$ cat src/surf_ctrl_pkg.sv
package surf_ctrl_pkg;

    ////////////////////////////////////////////////////////////
    // Bus widths and identity words
    ////////////////////////////////////////////////////////////

    localparam int DATA_W = 32;
    localparam int ADDR_W = 16;

    // ASCII "S5A7"
    localparam logic [DATA_W-1:0] DEVICE_ID   = 32'h5335_4137;
    localparam logic [DATA_W-1:0] FIRMWARE_ID = 32'h0001_0203;

    // Interrupt status bit 0 is the SPI master, the rest are external
    localparam int NUM_EXT_IRQ = 31;
    localparam int NUM_LED     = 12;
    localparam int LED_PINS    = 4;

    ////////////////////////////////////////////////////////////
    // Register map
    ////////////////////////////////////////////////////////////

    localparam logic [ADDR_W-1:0] ADDR_ID       = 16'h0000;
    localparam logic [ADDR_W-1:0] ADDR_FW       = 16'h0004;
    localparam logic [ADDR_W-1:0] ADDR_INT_SR   = 16'h0008;
    localparam logic [ADDR_W-1:0] ADDR_INT_MASK = 16'h000C;
    localparam logic [ADDR_W-1:0] ADDR_RESET    = 16'h0014;
    localparam logic [ADDR_W-1:0] ADDR_LED      = 16'h0018;
    localparam logic [ADDR_W-1:0] ADDR_CLKSEL   = 16'h001C;
    localparam logic [ADDR_W-1:0] ADDR_SPISS    = 16'h0024;
    localparam logic [ADDR_W-1:0] ADDR_SPI_DATA = 16'h0030;
    localparam logic [ADDR_W-1:0] ADDR_SPI_STAT = 16'h0034;

    // LED register layout
    localparam int LED_VAL_LSB = 0;
    localparam int LED_FP_BIT  = 12;
    localparam int LED_OVR_LSB = 16;

    ////////////////////////////////////////////////////////////
    // SPI master and LED scanner
    ////////////////////////////////////////////////////////////

    // clk_i cycles per SCK half period
    localparam int SPI_CLK_DIV = 4;

    // Pin drive value per scan step, step 11 first
    // Steps 0-5 green, steps 6-11 red (inverted polarity)
    localparam logic [NUM_LED-1:0][LED_PINS-1:0] LED_OUT_TABLE = {
        4'b1110, 4'b1101, 4'b1011, 4'b1101, 4'b1110, 4'b1110,
        4'b0001, 4'b0010, 4'b0100, 4'b0010, 4'b0001, 4'b0001
    };

    // Active-low pin enables per scan step, step 11 first
    // Pairs 0-1, 0-2, 1-2, 2-3, 1-3, 0-3 for each colour
    localparam logic [NUM_LED-1:0][LED_PINS-1:0] LED_OEN_TABLE = {
        4'b0110, 4'b0101, 4'b0011, 4'b1001, 4'b1010, 4'b1100,
        4'b0110, 4'b0101, 4'b0011, 4'b1001, 4'b1010, 4'b1100
    };

endpackage

$ cat src/surf_ctrl_regs.sv
`timescale 1ns/10ps

module surf_ctrl_regs (
    input  logic                                 clk_i,
    input  logic                                 rst_i,
    // APB slave
    input  logic                                 psel_i,
    input  logic                                 penable_i,
    input  logic                                 pwrite_i,
    input  logic [surf_ctrl_pkg::ADDR_W-1:0]     paddr_i,
    input  logic [surf_ctrl_pkg::DATA_W-1:0]     pwdata_i,
    output logic [surf_ctrl_pkg::DATA_W-1:0]     prdata_o,
    output logic                                 pready_o,
    output logic                                 pslverr_o,
    // Interrupt sources
    input  logic [surf_ctrl_pkg::NUM_EXT_IRQ-1:0] irq_i,
    input  logic [surf_ctrl_pkg::NUM_LED-1:0]     internal_led_i,
    // SPI master side
    input  logic                                 spi_busy_i,
    input  logic                                 spi_done_i,
    input  logic [7:0]                           spi_rx_byte_i,
    // Board controls
    output logic                                 irq_o,
    output logic                                 global_reset_o,
    output logic                                 sst_sel_o,
    output logic                                 sst_sel_oe_o,
    output logic                                 local_osc_en_o,
    output logic                                 fp_led_o,
    output logic                                 spi_cs_b_o,
    output logic                                 spi_start_o,
    output logic [7:0]                           spi_tx_byte_o,
    output logic [surf_ctrl_pkg::NUM_LED-1:0]     led_val_o
);

    ////////////////////////////////////////////////////////////
    // Register storage
    ////////////////////////////////////////////////////////////

    logic [surf_ctrl_pkg::DATA_W-1:0] int_sr_reg;
    logic [surf_ctrl_pkg::DATA_W-1:0] int_mask_reg;
    logic [surf_ctrl_pkg::DATA_W-1:0] reset_reg;
    logic [surf_ctrl_pkg::DATA_W-1:0] led_reg;
    logic [surf_ctrl_pkg::DATA_W-1:0] clksel_reg;
    logic [surf_ctrl_pkg::DATA_W-1:0] spiss_reg;

    // Access cycle write qualifier
    logic wr_en;
    logic [surf_ctrl_pkg::DATA_W-1:0] rd_data;
    logic addr_hit;

    // Interrupt update terms
    logic [surf_ctrl_pkg::DATA_W-1:0] int_clr;
    logic [surf_ctrl_pkg::DATA_W-1:0] int_src;

    // LED override masks, stored and on the bus
    logic [surf_ctrl_pkg::NUM_LED-1:0] led_ovr_wr;
    logic [surf_ctrl_pkg::NUM_LED-1:0] led_ovr_cur;

    ////////////////////////////////////////////////////////////
    // APB decode
    ////////////////////////////////////////////////////////////

    // No wait states
    assign pready_o = 1'b1;
    assign wr_en    = psel_i & penable_i & pwrite_i;

    // Read mux and address check
    always_comb begin
        addr_hit = 1'b1;
        case (paddr_i)
            surf_ctrl_pkg::ADDR_ID:       rd_data = surf_ctrl_pkg::DEVICE_ID;
            surf_ctrl_pkg::ADDR_FW:       rd_data = surf_ctrl_pkg::FIRMWARE_ID;
            surf_ctrl_pkg::ADDR_INT_SR:   rd_data = int_sr_reg;
            surf_ctrl_pkg::ADDR_INT_MASK: rd_data = int_mask_reg;
            surf_ctrl_pkg::ADDR_RESET:    rd_data = reset_reg;
            surf_ctrl_pkg::ADDR_LED:      rd_data = led_reg;
            surf_ctrl_pkg::ADDR_CLKSEL:   rd_data = clksel_reg;
            surf_ctrl_pkg::ADDR_SPISS:    rd_data = spiss_reg;
            surf_ctrl_pkg::ADDR_SPI_DATA: rd_data = {24'h0, spi_rx_byte_i};
            // Busy in bit 0, last received byte in 15:8
            surf_ctrl_pkg::ADDR_SPI_STAT: rd_data = {16'h0, spi_rx_byte_i, 7'h0, spi_busy_i};
            default: begin
                rd_data  = '0;
                addr_hit = 1'b0;
            end
        endcase
    end

    assign prdata_o  = rd_data;
    assign pslverr_o = psel_i & penable_i & ~addr_hit;

    ////////////////////////////////////////////////////////////
    // Plain read/write registers
    ////////////////////////////////////////////////////////////

    always_ff @(posedge clk_i) begin
        if (rst_i) begin
            int_mask_reg <= '0;
            reset_reg    <= '0;
            clksel_reg   <= '0;
            spiss_reg    <= '0;
        end else if (wr_en) begin
            if (paddr_i == surf_ctrl_pkg::ADDR_INT_MASK) begin
                int_mask_reg <= pwdata_i;
            end
            if (paddr_i == surf_ctrl_pkg::ADDR_RESET) begin
                reset_reg <= pwdata_i;
            end
            if (paddr_i == surf_ctrl_pkg::ADDR_CLKSEL) begin
                clksel_reg <= pwdata_i;
            end
            if (paddr_i == surf_ctrl_pkg::ADDR_SPISS) begin
                spiss_reg <= pwdata_i;
            end
        end
    end

    ////////////////////////////////////////////////////////////
    // Interrupt status, write 1 to clear
    ////////////////////////////////////////////////////////////

    assign int_clr = (wr_en && paddr_i == surf_ctrl_pkg::ADDR_INT_SR) ? pwdata_i : '0;
    // Bit 0 from the SPI master
    assign int_src = {irq_i, spi_done_i};

    // A source held high wins over a clear in the same cycle
    always_ff @(posedge clk_i) begin
        if (rst_i) begin
            int_sr_reg <= '0;
        end else begin
            int_sr_reg <= (int_sr_reg & ~int_clr) | int_src;
        end
    end

    // Mask bit set means masked
    assign irq_o = |(int_sr_reg & ~int_mask_reg);

    ////////////////////////////////////////////////////////////
    // LED register
    ////////////////////////////////////////////////////////////

    assign led_ovr_wr  = pwdata_i[surf_ctrl_pkg::LED_OVR_LSB +: surf_ctrl_pkg::NUM_LED];
    assign led_ovr_cur = led_reg[surf_ctrl_pkg::LED_OVR_LSB +: surf_ctrl_pkg::NUM_LED];

    always_ff @(posedge clk_i) begin
        if (rst_i) begin
            led_reg <= '0;
        end else if (wr_en && paddr_i == surf_ctrl_pkg::ADDR_LED) begin
            // Upper fields as written
            led_reg[surf_ctrl_pkg::DATA_W-1:surf_ctrl_pkg::NUM_LED] <=
                pwdata_i[surf_ctrl_pkg::DATA_W-1:surf_ctrl_pkg::NUM_LED];
            // Written value where overridden, live LEDs elsewhere
            led_reg[surf_ctrl_pkg::LED_VAL_LSB +: surf_ctrl_pkg::NUM_LED] <=
                (pwdata_i[surf_ctrl_pkg::LED_VAL_LSB +: surf_ctrl_pkg::NUM_LED] & led_ovr_wr) |
                (internal_led_i & ~led_ovr_wr);
        end else begin
            // Sticky internal events under the stored mask
            led_reg[surf_ctrl_pkg::LED_VAL_LSB +: surf_ctrl_pkg::NUM_LED] <=
                led_reg[surf_ctrl_pkg::LED_VAL_LSB +: surf_ctrl_pkg::NUM_LED] |
                (internal_led_i & ~led_ovr_cur);
        end
    end

    assign led_val_o = led_reg[surf_ctrl_pkg::LED_VAL_LSB +: surf_ctrl_pkg::NUM_LED];
    assign fp_led_o  = led_reg[surf_ctrl_pkg::LED_FP_BIT];

    ////////////////////////////////////////////////////////////
    // Board control outputs
    ////////////////////////////////////////////////////////////

    assign global_reset_o = reset_reg[0];
    assign sst_sel_o      = clksel_reg[0];
    assign sst_sel_oe_o   = clksel_reg[1];
    assign local_osc_en_o = clksel_reg[2];

    // Slave select bit is active high in the register
    assign spi_cs_b_o = ~spiss_reg[0];

    // Start only when idle, data write while busy is dropped
    assign spi_start_o   = wr_en & (paddr_i == surf_ctrl_pkg::ADDR_SPI_DATA) & ~spi_busy_i;
    assign spi_tx_byte_o = pwdata_i[7:0];

endmodule

$ cat src/surf_ctrl_spi_master.sv
`timescale 1ns/10ps

module surf_ctrl_spi_master (
    input  logic       clk_i,
    input  logic       rst_i,
    input  logic       spi_start_i,
    input  logic [7:0] spi_tx_byte_i,
    input  logic       spi_miso_i,
    output logic       spi_busy_o,
    output logic       spi_done_o,
    output logic [7:0] spi_rx_byte_o,
    output logic       spi_sck_o,
    output logic       spi_mosi_o
);

    // Half-period divider
    logic [$clog2(surf_ctrl_pkg::SPI_CLK_DIV)-1:0] div_cnt;
    // Bits finished so far
    logic [2:0] bit_cnt;
    logic       busy;
    logic       done;
    logic       sck;
    logic [7:0] tx_shift;
    logic [7:0] rx_shift;
    logic [7:0] rx_byte;
    logic       half_end;

    assign half_end = (int'(div_cnt) == surf_ctrl_pkg::SPI_CLK_DIV - 1);

    ////////////////////////////////////////////////////////////
    // Control and clock generation
    ////////////////////////////////////////////////////////////

    always_ff @(posedge clk_i) begin
        if (rst_i) begin
            busy     <= 1'b0;
            done     <= 1'b0;
            sck      <= 1'b0;
            div_cnt  <= '0;
            bit_cnt  <= '0;
            tx_shift <= '0;
            rx_byte  <= '0;
        end else begin
            done <= 1'b0;
            if (!busy) begin
                if (spi_start_i) begin
                    // MSB goes out before the first rising edge
                    busy     <= 1'b1;
                    sck      <= 1'b0;
                    div_cnt  <= '0;
                    bit_cnt  <= '0;
                    tx_shift <= spi_tx_byte_i;
                end
            end else if (half_end) begin
                div_cnt <= '0;
                sck     <= ~sck;
                if (sck) begin
                    // Falling edge, next bit onto MOSI
                    tx_shift <= {tx_shift[6:0], 1'b0};
                    bit_cnt  <= bit_cnt + 1'b1;
                    if (bit_cnt == 3'd7) begin
                        busy    <= 1'b0;
                        done    <= 1'b1;
                        rx_byte <= rx_shift;
                    end
                end
            end else begin
                div_cnt <= div_cnt + 1'b1;
            end
        end
    end

    // Mode 0 sample on the rising SCK edge
    always_ff @(posedge clk_i) begin
        if (busy && half_end && !sck) begin
            rx_shift <= {rx_shift[6:0], spi_miso_i};
        end
    end

    assign spi_busy_o    = busy;
    assign spi_done_o    = done;
    assign spi_rx_byte_o = rx_byte;
    assign spi_sck_o     = sck;
    assign spi_mosi_o    = tx_shift[7];

endmodule

$ cat src/surf_ctrl_led_charlie.sv
`timescale 1ns/10ps

module surf_ctrl_led_charlie (
    input  logic                                clk_i,
    input  logic                                rst_i,
    input  logic [surf_ctrl_pkg::NUM_LED-1:0]   led_val_i,
    output logic [surf_ctrl_pkg::LED_PINS-1:0]  led_out_o,
    output logic [surf_ctrl_pkg::LED_PINS-1:0]  led_oen_o
);

    // Current scan step, 0 to NUM_LED-1
    logic [$clog2(surf_ctrl_pkg::NUM_LED)-1:0] step;
    logic [surf_ctrl_pkg::LED_PINS-1:0]        led_out;
    logic [surf_ctrl_pkg::LED_PINS-1:0]        led_oen;

    ////////////////////////////////////////////////////////////
    // Step counter
    ////////////////////////////////////////////////////////////

    // Wraps after the last LED so every step is visited
    always_ff @(posedge clk_i) begin
        if (rst_i) begin
            step <= '0;
        end else if (int'(step) == surf_ctrl_pkg::NUM_LED - 1) begin
            step <= '0;
        end else begin
            step <= step + 1'b1;
        end
    end

    ////////////////////////////////////////////////////////////
    // Pin drive
    ////////////////////////////////////////////////////////////

    // Lit LED gets its pin pair, dark LED floats all pins
    always_ff @(posedge clk_i) begin
        if (rst_i) begin
            led_out <= '0;
            led_oen <= '1;
        end else if (led_val_i[step]) begin
            led_out <= surf_ctrl_pkg::LED_OUT_TABLE[step];
            led_oen <= surf_ctrl_pkg::LED_OEN_TABLE[step];
        end else begin
            // Drive value is don't-care while disabled
            led_oen <= '1;
        end
    end

    assign led_out_o = led_out;
    assign led_oen_o = led_oen;

endmodule

$ cat src/surf_ctrl_top.sv
`timescale 1ns/10ps

module surf_ctrl_top (
    input  logic                                  clk_i,
    input  logic                                  rst_i,
    // APB slave
    input  logic                                  psel_i,
    input  logic                                  penable_i,
    input  logic                                  pwrite_i,
    input  logic [surf_ctrl_pkg::ADDR_W-1:0]      paddr_i,
    input  logic [surf_ctrl_pkg::DATA_W-1:0]      pwdata_i,
    output logic [surf_ctrl_pkg::DATA_W-1:0]      prdata_o,
    output logic                                  pready_o,
    output logic                                  pslverr_o,
    // Sources
    input  logic [surf_ctrl_pkg::NUM_EXT_IRQ-1:0] irq_i,
    input  logic [surf_ctrl_pkg::NUM_LED-1:0]     internal_led_i,
    input  logic                                  spi_miso_i,
    // Board outputs
    output logic                                  irq_o,
    output logic                                  global_reset_o,
    output logic                                  sst_sel_o,
    output logic                                  sst_sel_oe_o,
    output logic                                  local_osc_en_o,
    output logic                                  fp_led_o,
    output logic [surf_ctrl_pkg::LED_PINS-1:0]    led_out_o,
    output logic [surf_ctrl_pkg::LED_PINS-1:0]    led_oen_o,
    output logic                                  spi_sck_o,
    output logic                                  spi_mosi_o,
    output logic                                  spi_cs_b_o
);

    // Regs to SPI master
    logic       spi_start;
    logic [7:0] spi_tx_byte;
    // SPI master back to regs
    logic       spi_busy;
    logic       spi_done;
    logic [7:0] spi_rx_byte;
    // Regs to LED scanner
    logic [surf_ctrl_pkg::NUM_LED-1:0] led_val;

    surf_ctrl_regs u_regs (
        .clk_i          (clk_i),
        .rst_i          (rst_i),
        .psel_i         (psel_i),
        .penable_i      (penable_i),
        .pwrite_i       (pwrite_i),
        .paddr_i        (paddr_i),
        .pwdata_i       (pwdata_i),
        .prdata_o       (prdata_o),
        .pready_o       (pready_o),
        .pslverr_o      (pslverr_o),
        .irq_i          (irq_i),
        .internal_led_i (internal_led_i),
        .spi_busy_i     (spi_busy),
        .spi_done_i     (spi_done),
        .spi_rx_byte_i  (spi_rx_byte),
        .irq_o          (irq_o),
        .global_reset_o (global_reset_o),
        .sst_sel_o      (sst_sel_o),
        .sst_sel_oe_o   (sst_sel_oe_o),
        .local_osc_en_o (local_osc_en_o),
        .fp_led_o       (fp_led_o),
        .spi_cs_b_o     (spi_cs_b_o),
        .spi_start_o    (spi_start),
        .spi_tx_byte_o  (spi_tx_byte),
        .led_val_o      (led_val)
    );

    surf_ctrl_spi_master u_spi (
        .clk_i         (clk_i),
        .rst_i         (rst_i),
        .spi_start_i   (spi_start),
        .spi_tx_byte_i (spi_tx_byte),
        .spi_miso_i    (spi_miso_i),
        .spi_busy_o    (spi_busy),
        .spi_done_o    (spi_done),
        .spi_rx_byte_o (spi_rx_byte),
        .spi_sck_o     (spi_sck_o),
        .spi_mosi_o    (spi_mosi_o)
    );

    surf_ctrl_led_charlie u_led (
        .clk_i     (clk_i),
        .rst_i     (rst_i),
        .led_val_i (led_val),
        .led_out_o (led_out_o),
        .led_oen_o (led_oen_o)
    );

endmodule

$ cat config.mk
export PLATFORM = sky130hd
export DESIGN_NAME = surf_ctrl_top
export DESIGN_NICKNAME = d
export VERILOG_FILES = /design/src/surf_ctrl_pkg.sv /design/src/surf_ctrl_regs.sv /design/src/surf_ctrl_spi_master.sv /design/src/surf_ctrl_led_charlie.sv /design/src/surf_ctrl_top.sv
export SDC_FILE = /design/constraint.sdc
export NUM_CORES = 1
export LEC_CHECK = 0
export BUFFER_PORTS_ARGS = -buffer_cell sky130_fd_sc_hd__buf_4
export CAP_MARGIN = 20
export CORE_ASPECT_RATIO = 0.75
export CORE_UTILIZATION = 25
export CTS_BUF_LIST = sky130_fd_sc_hd__clkbuf_8
export DETAILED_ROUTE_END_ITERATION = 10
export PLACE_DENSITY = 0.53
export SETUP_SLACK_MARGIN = 0.2
export SYNTH_ARGS = -nofsm -noshare
export SYNTH_HDL_FRONTEND = slang
export SYNTH_SLANG_ARGS = --single-unit
export TNS_END_PERCENT = 20
$ cat constraint.sdc
create_clock -name clk_i -period 1.96 [get_ports clk_i]
set_clock_uncertainty 0.15 [all_clocks]
set_input_delay 0.196 -clock clk_i [delete_from_list [all_inputs] [get_ports clk_i]]
set_output_delay 0.196 -clock clk_i [all_outputs]
set_load 0.05 [all_outputs]
==> flow_summary.yaml <==
critical_path:
  crit_fanout: 2
  crit_type: "reg2out"
  crit_path_end_kind: "output port"
  arrival_ns: 2.17
  required_ns: 1.61
  reg2reg_depth: 5
  timing.rr.start: "u_led.step[1]"
  cp-endpoint: "prdata_o[29]"
  reg2reg_to: "u_led.led_oen_o[3]"
  startpoint_type: "flip-flop"
  cp-startpoint: "u_regs.int_mask_reg[29]"
  r2r_slack_ns: 0.07
sta:
  tightest_slew_ns: 0.650
  rsz0062_at_grt: "yes"
  tns_ns: -10.20
  whs_ns: 0.0684
  final_hold_viol_count: 0
  max_freq_mhz: 397
  slew_viol_final: 0
  fin_crit_ns: 2.52
  slew-limit-headroom_pct: 56.5
  setup_violations: 33
  layout_setup_ws_ns: -0.559
  post-route-period-util_pct: 129
clock_network:
  cts_max_level: 2
  numClockSinks: 236
  cts_buffers: 41
  insertion_delay_ns: 0.58
  clockRootBuffer: "clkbuf_8"
  clockBufferDepth: 3
  cts.clk_slew.worst_paths_ns: 0.07
  cts_tree: "built"
yosys:
  syn_area_mm2: 0.0110
  synthCells: 1329
  synth-main-ff-cell: "dfxtp_1"
  synth_seq_area_share_pct: 43.9
  synth_edf_count: 8
  yosysMostFrequentCell: "nand2_1"
  syn_nets: 1435
  yosys.area.top_type: "dfxtp_1"
  synth_seq_cells: 236
  synth_top_area_share_pct: 41.7
  ys_top_cells_by_count: "nand2_1 (300), dfxtp_1 (228), a21oi_1 (167)"
  ys_types: 55
  syn_area_per_cell_um2: 8.24
  synthTopCellsByArea: "dfxtp_1 (42%), nand2_1 (10%), a21oi_1 (7.6%), mux2i_1 (7.3%), nor2_1 (3.4%)"
  ys_async_sr_fraction_pct: 0
  yosys_warnings: 0
power_and_ir_drop:
  power_frac_clock_pct: 43.4
  seqPwrFrac_pct: 45.3
  p_sw_share_pct: 26.6
  p_comb_share_pct: 11.3
  ir_drop_uv: 405
  p_switching_mw: 2.92
  finalPower_mw: 11.0
  power_density_mw_per_mm2: 694
  p_int_mw: 8.05
  leakage_nw: 6.33
cells_and_area:
  seqCellArea_mm2: 0.00485
  nNetsFinal: 1737
  multiInputGateArea_mm2: 0.00574
  drive_gt1_share_pct: 27.1
  fin_util_pct: 36.5
  synthToLayoutAreaGrowth_pct: 44.3
  final_cells: 2242
  fillers: 4477
  antenna_cells: 0
drt:
  routedWlPerCell_um: 19.6
  highest_layer: "met4"
  dr.pass1.iters: 6
  wl_met2_um: 18700
  viasPerCell: 4.93
  drtIter0Drc: 892
  wl_met1_um: 20400
  antenna_left: 0
  drt_wl_total_um: 43900
  wl_met3_um: 3770
  vias: 11060
  drc: 0
global_routing:
  grt_use_total_pct: 19.3
  grt_max_degree: 59
  grt_pass1_wl_um: 65800
  grt_pass1_vias: 10606
  antenna_found_initial: 0
  overflow: 0
die:
  rows: 66
  fp.dieH_um: 183
  die-area_mm2: 0.0447
  start_util_pct: 25.3
  coreArea_mm2: 0.0433
  die_w_um: 244
  ios: 148
outcome:
  violations: "negative setup slack"
  outcome: "finished with violations"
placement:
  dp.cells: 2073
  hpwl_um: 31500
  port_buffers: 146
  place.gp.congestion: 0.890
hold_path:
  hold_path_class: "in2reg"
run:
  maxCapViolCount: 0
[timing repair]
| item | 4_1_cts | 5_1_grt |
|---|---|---|
| pin swaps | 31 | 28 |
| buffers inserted | 11 | 5 |
| hold buffers | 77 | 0 |
| hold endpoints to repair | 210 | 0 |
| resized for setup | 91 | 24 |
| setup endpoints to repair | 42 | 48 |
| gates cloned | 0 | 0 |
[kinds of logic after synthesis]
group	Yosys count	share of synthesized area, %
muxes	98	10.3
and+or+nand+nor	525	21.6
buffers and inverters	161	6.27
other	1	0.0342
DFF	236	43.9
xor gates and xnor gates	1	0.0800
AOI/OAI and AO/OA	298	16.8
adders and majority gates	9	1.03
[routing by layer]
| metal | vias to the layer above | global-route usage [%] |
|---|---|---|
| met1 | 5300 | 28.0 |
| met4 | 0 | 5.15 |
| met5 | - | 0 |
| met2 | 461 | 28.4 |
| met3 | 65 | 4.10 |
| li1 | 5234 | - |
[final cells by class]
cell class	instances	area share, %
clock buffers	50	4.35
clock inverters	26	1.05
inverters	51	1.21
multi-input cells	932	36.3
flip-flops and latches	236	30.7
well taps	578	4.58
repair buffers	369	21.8
[how the worst min path moves through the flow]
stage	slack, ns	start	cells past startpoint	endpoint
floorplan	0.14	spi_miso_i	0	u_spi.rx_shift[0]
global placement	0.22	spi_miso_i	1	u_spi.rx_shift[0]
detailed placement	0.23	spi_miso_i	1	u_spi.rx_shift[0]
CTS	0.05	penable_i	4	u_spi.tx_shift[0]
global route	0.07	penable_i	4	u_spi.tx_shift[0]
finish	0.07	penable_i	4	u_spi.tx_shift[0]
[critical path, cell delays in order (launching register included)]
cell and delay, ns:
dfxtp_2 0.34, buf_6 0.11, mux4_2 0.46, a222oi_1 0.42, inv_1 0.10, buf_6 0.17
[power groups by stage]
| stage | Clock (mW) | Sequential (mW) | Combinational (mW) |
|---|---|---|---|
| after floorplan | 0 | 5.10 | 0.454 |
| after global placement | 0 | 5.07 | 1.04 |
| after detailed placement | 0 | 5.07 | 1.05 |
| after CTS | 4.87 | 4.97 | 1.22 |
| after global routing | 5.08 | 4.98 | 1.32 |
| final | 4.77 | 4.97 | 1.24 |
[metrics by stage]
stage | setup slack [ns] | cell area (um2)
floorplan | -0.369 | 11000
global placement | -0.500 | 13700
detailed placement | -0.535 | 13700
CTS | -0.587 | 15700
global route | -0.680 | 15800
finish | -0.559 | 15800
[layout by cell type (no fill, tap or decap), drive strengths merged, types with 16 or more instances in the layout]
master,n
nand2,300
buf,292
dfxtp,228
a21oi,167
nor2,100
mux2i,80
dlygate4sd3,77
inv,67
clkbuf,50
nand4,39
a211oi,25
nor3,25
o21ai,22
nor2b,17
o22ai,16
(Power assumes the default switching activity.)
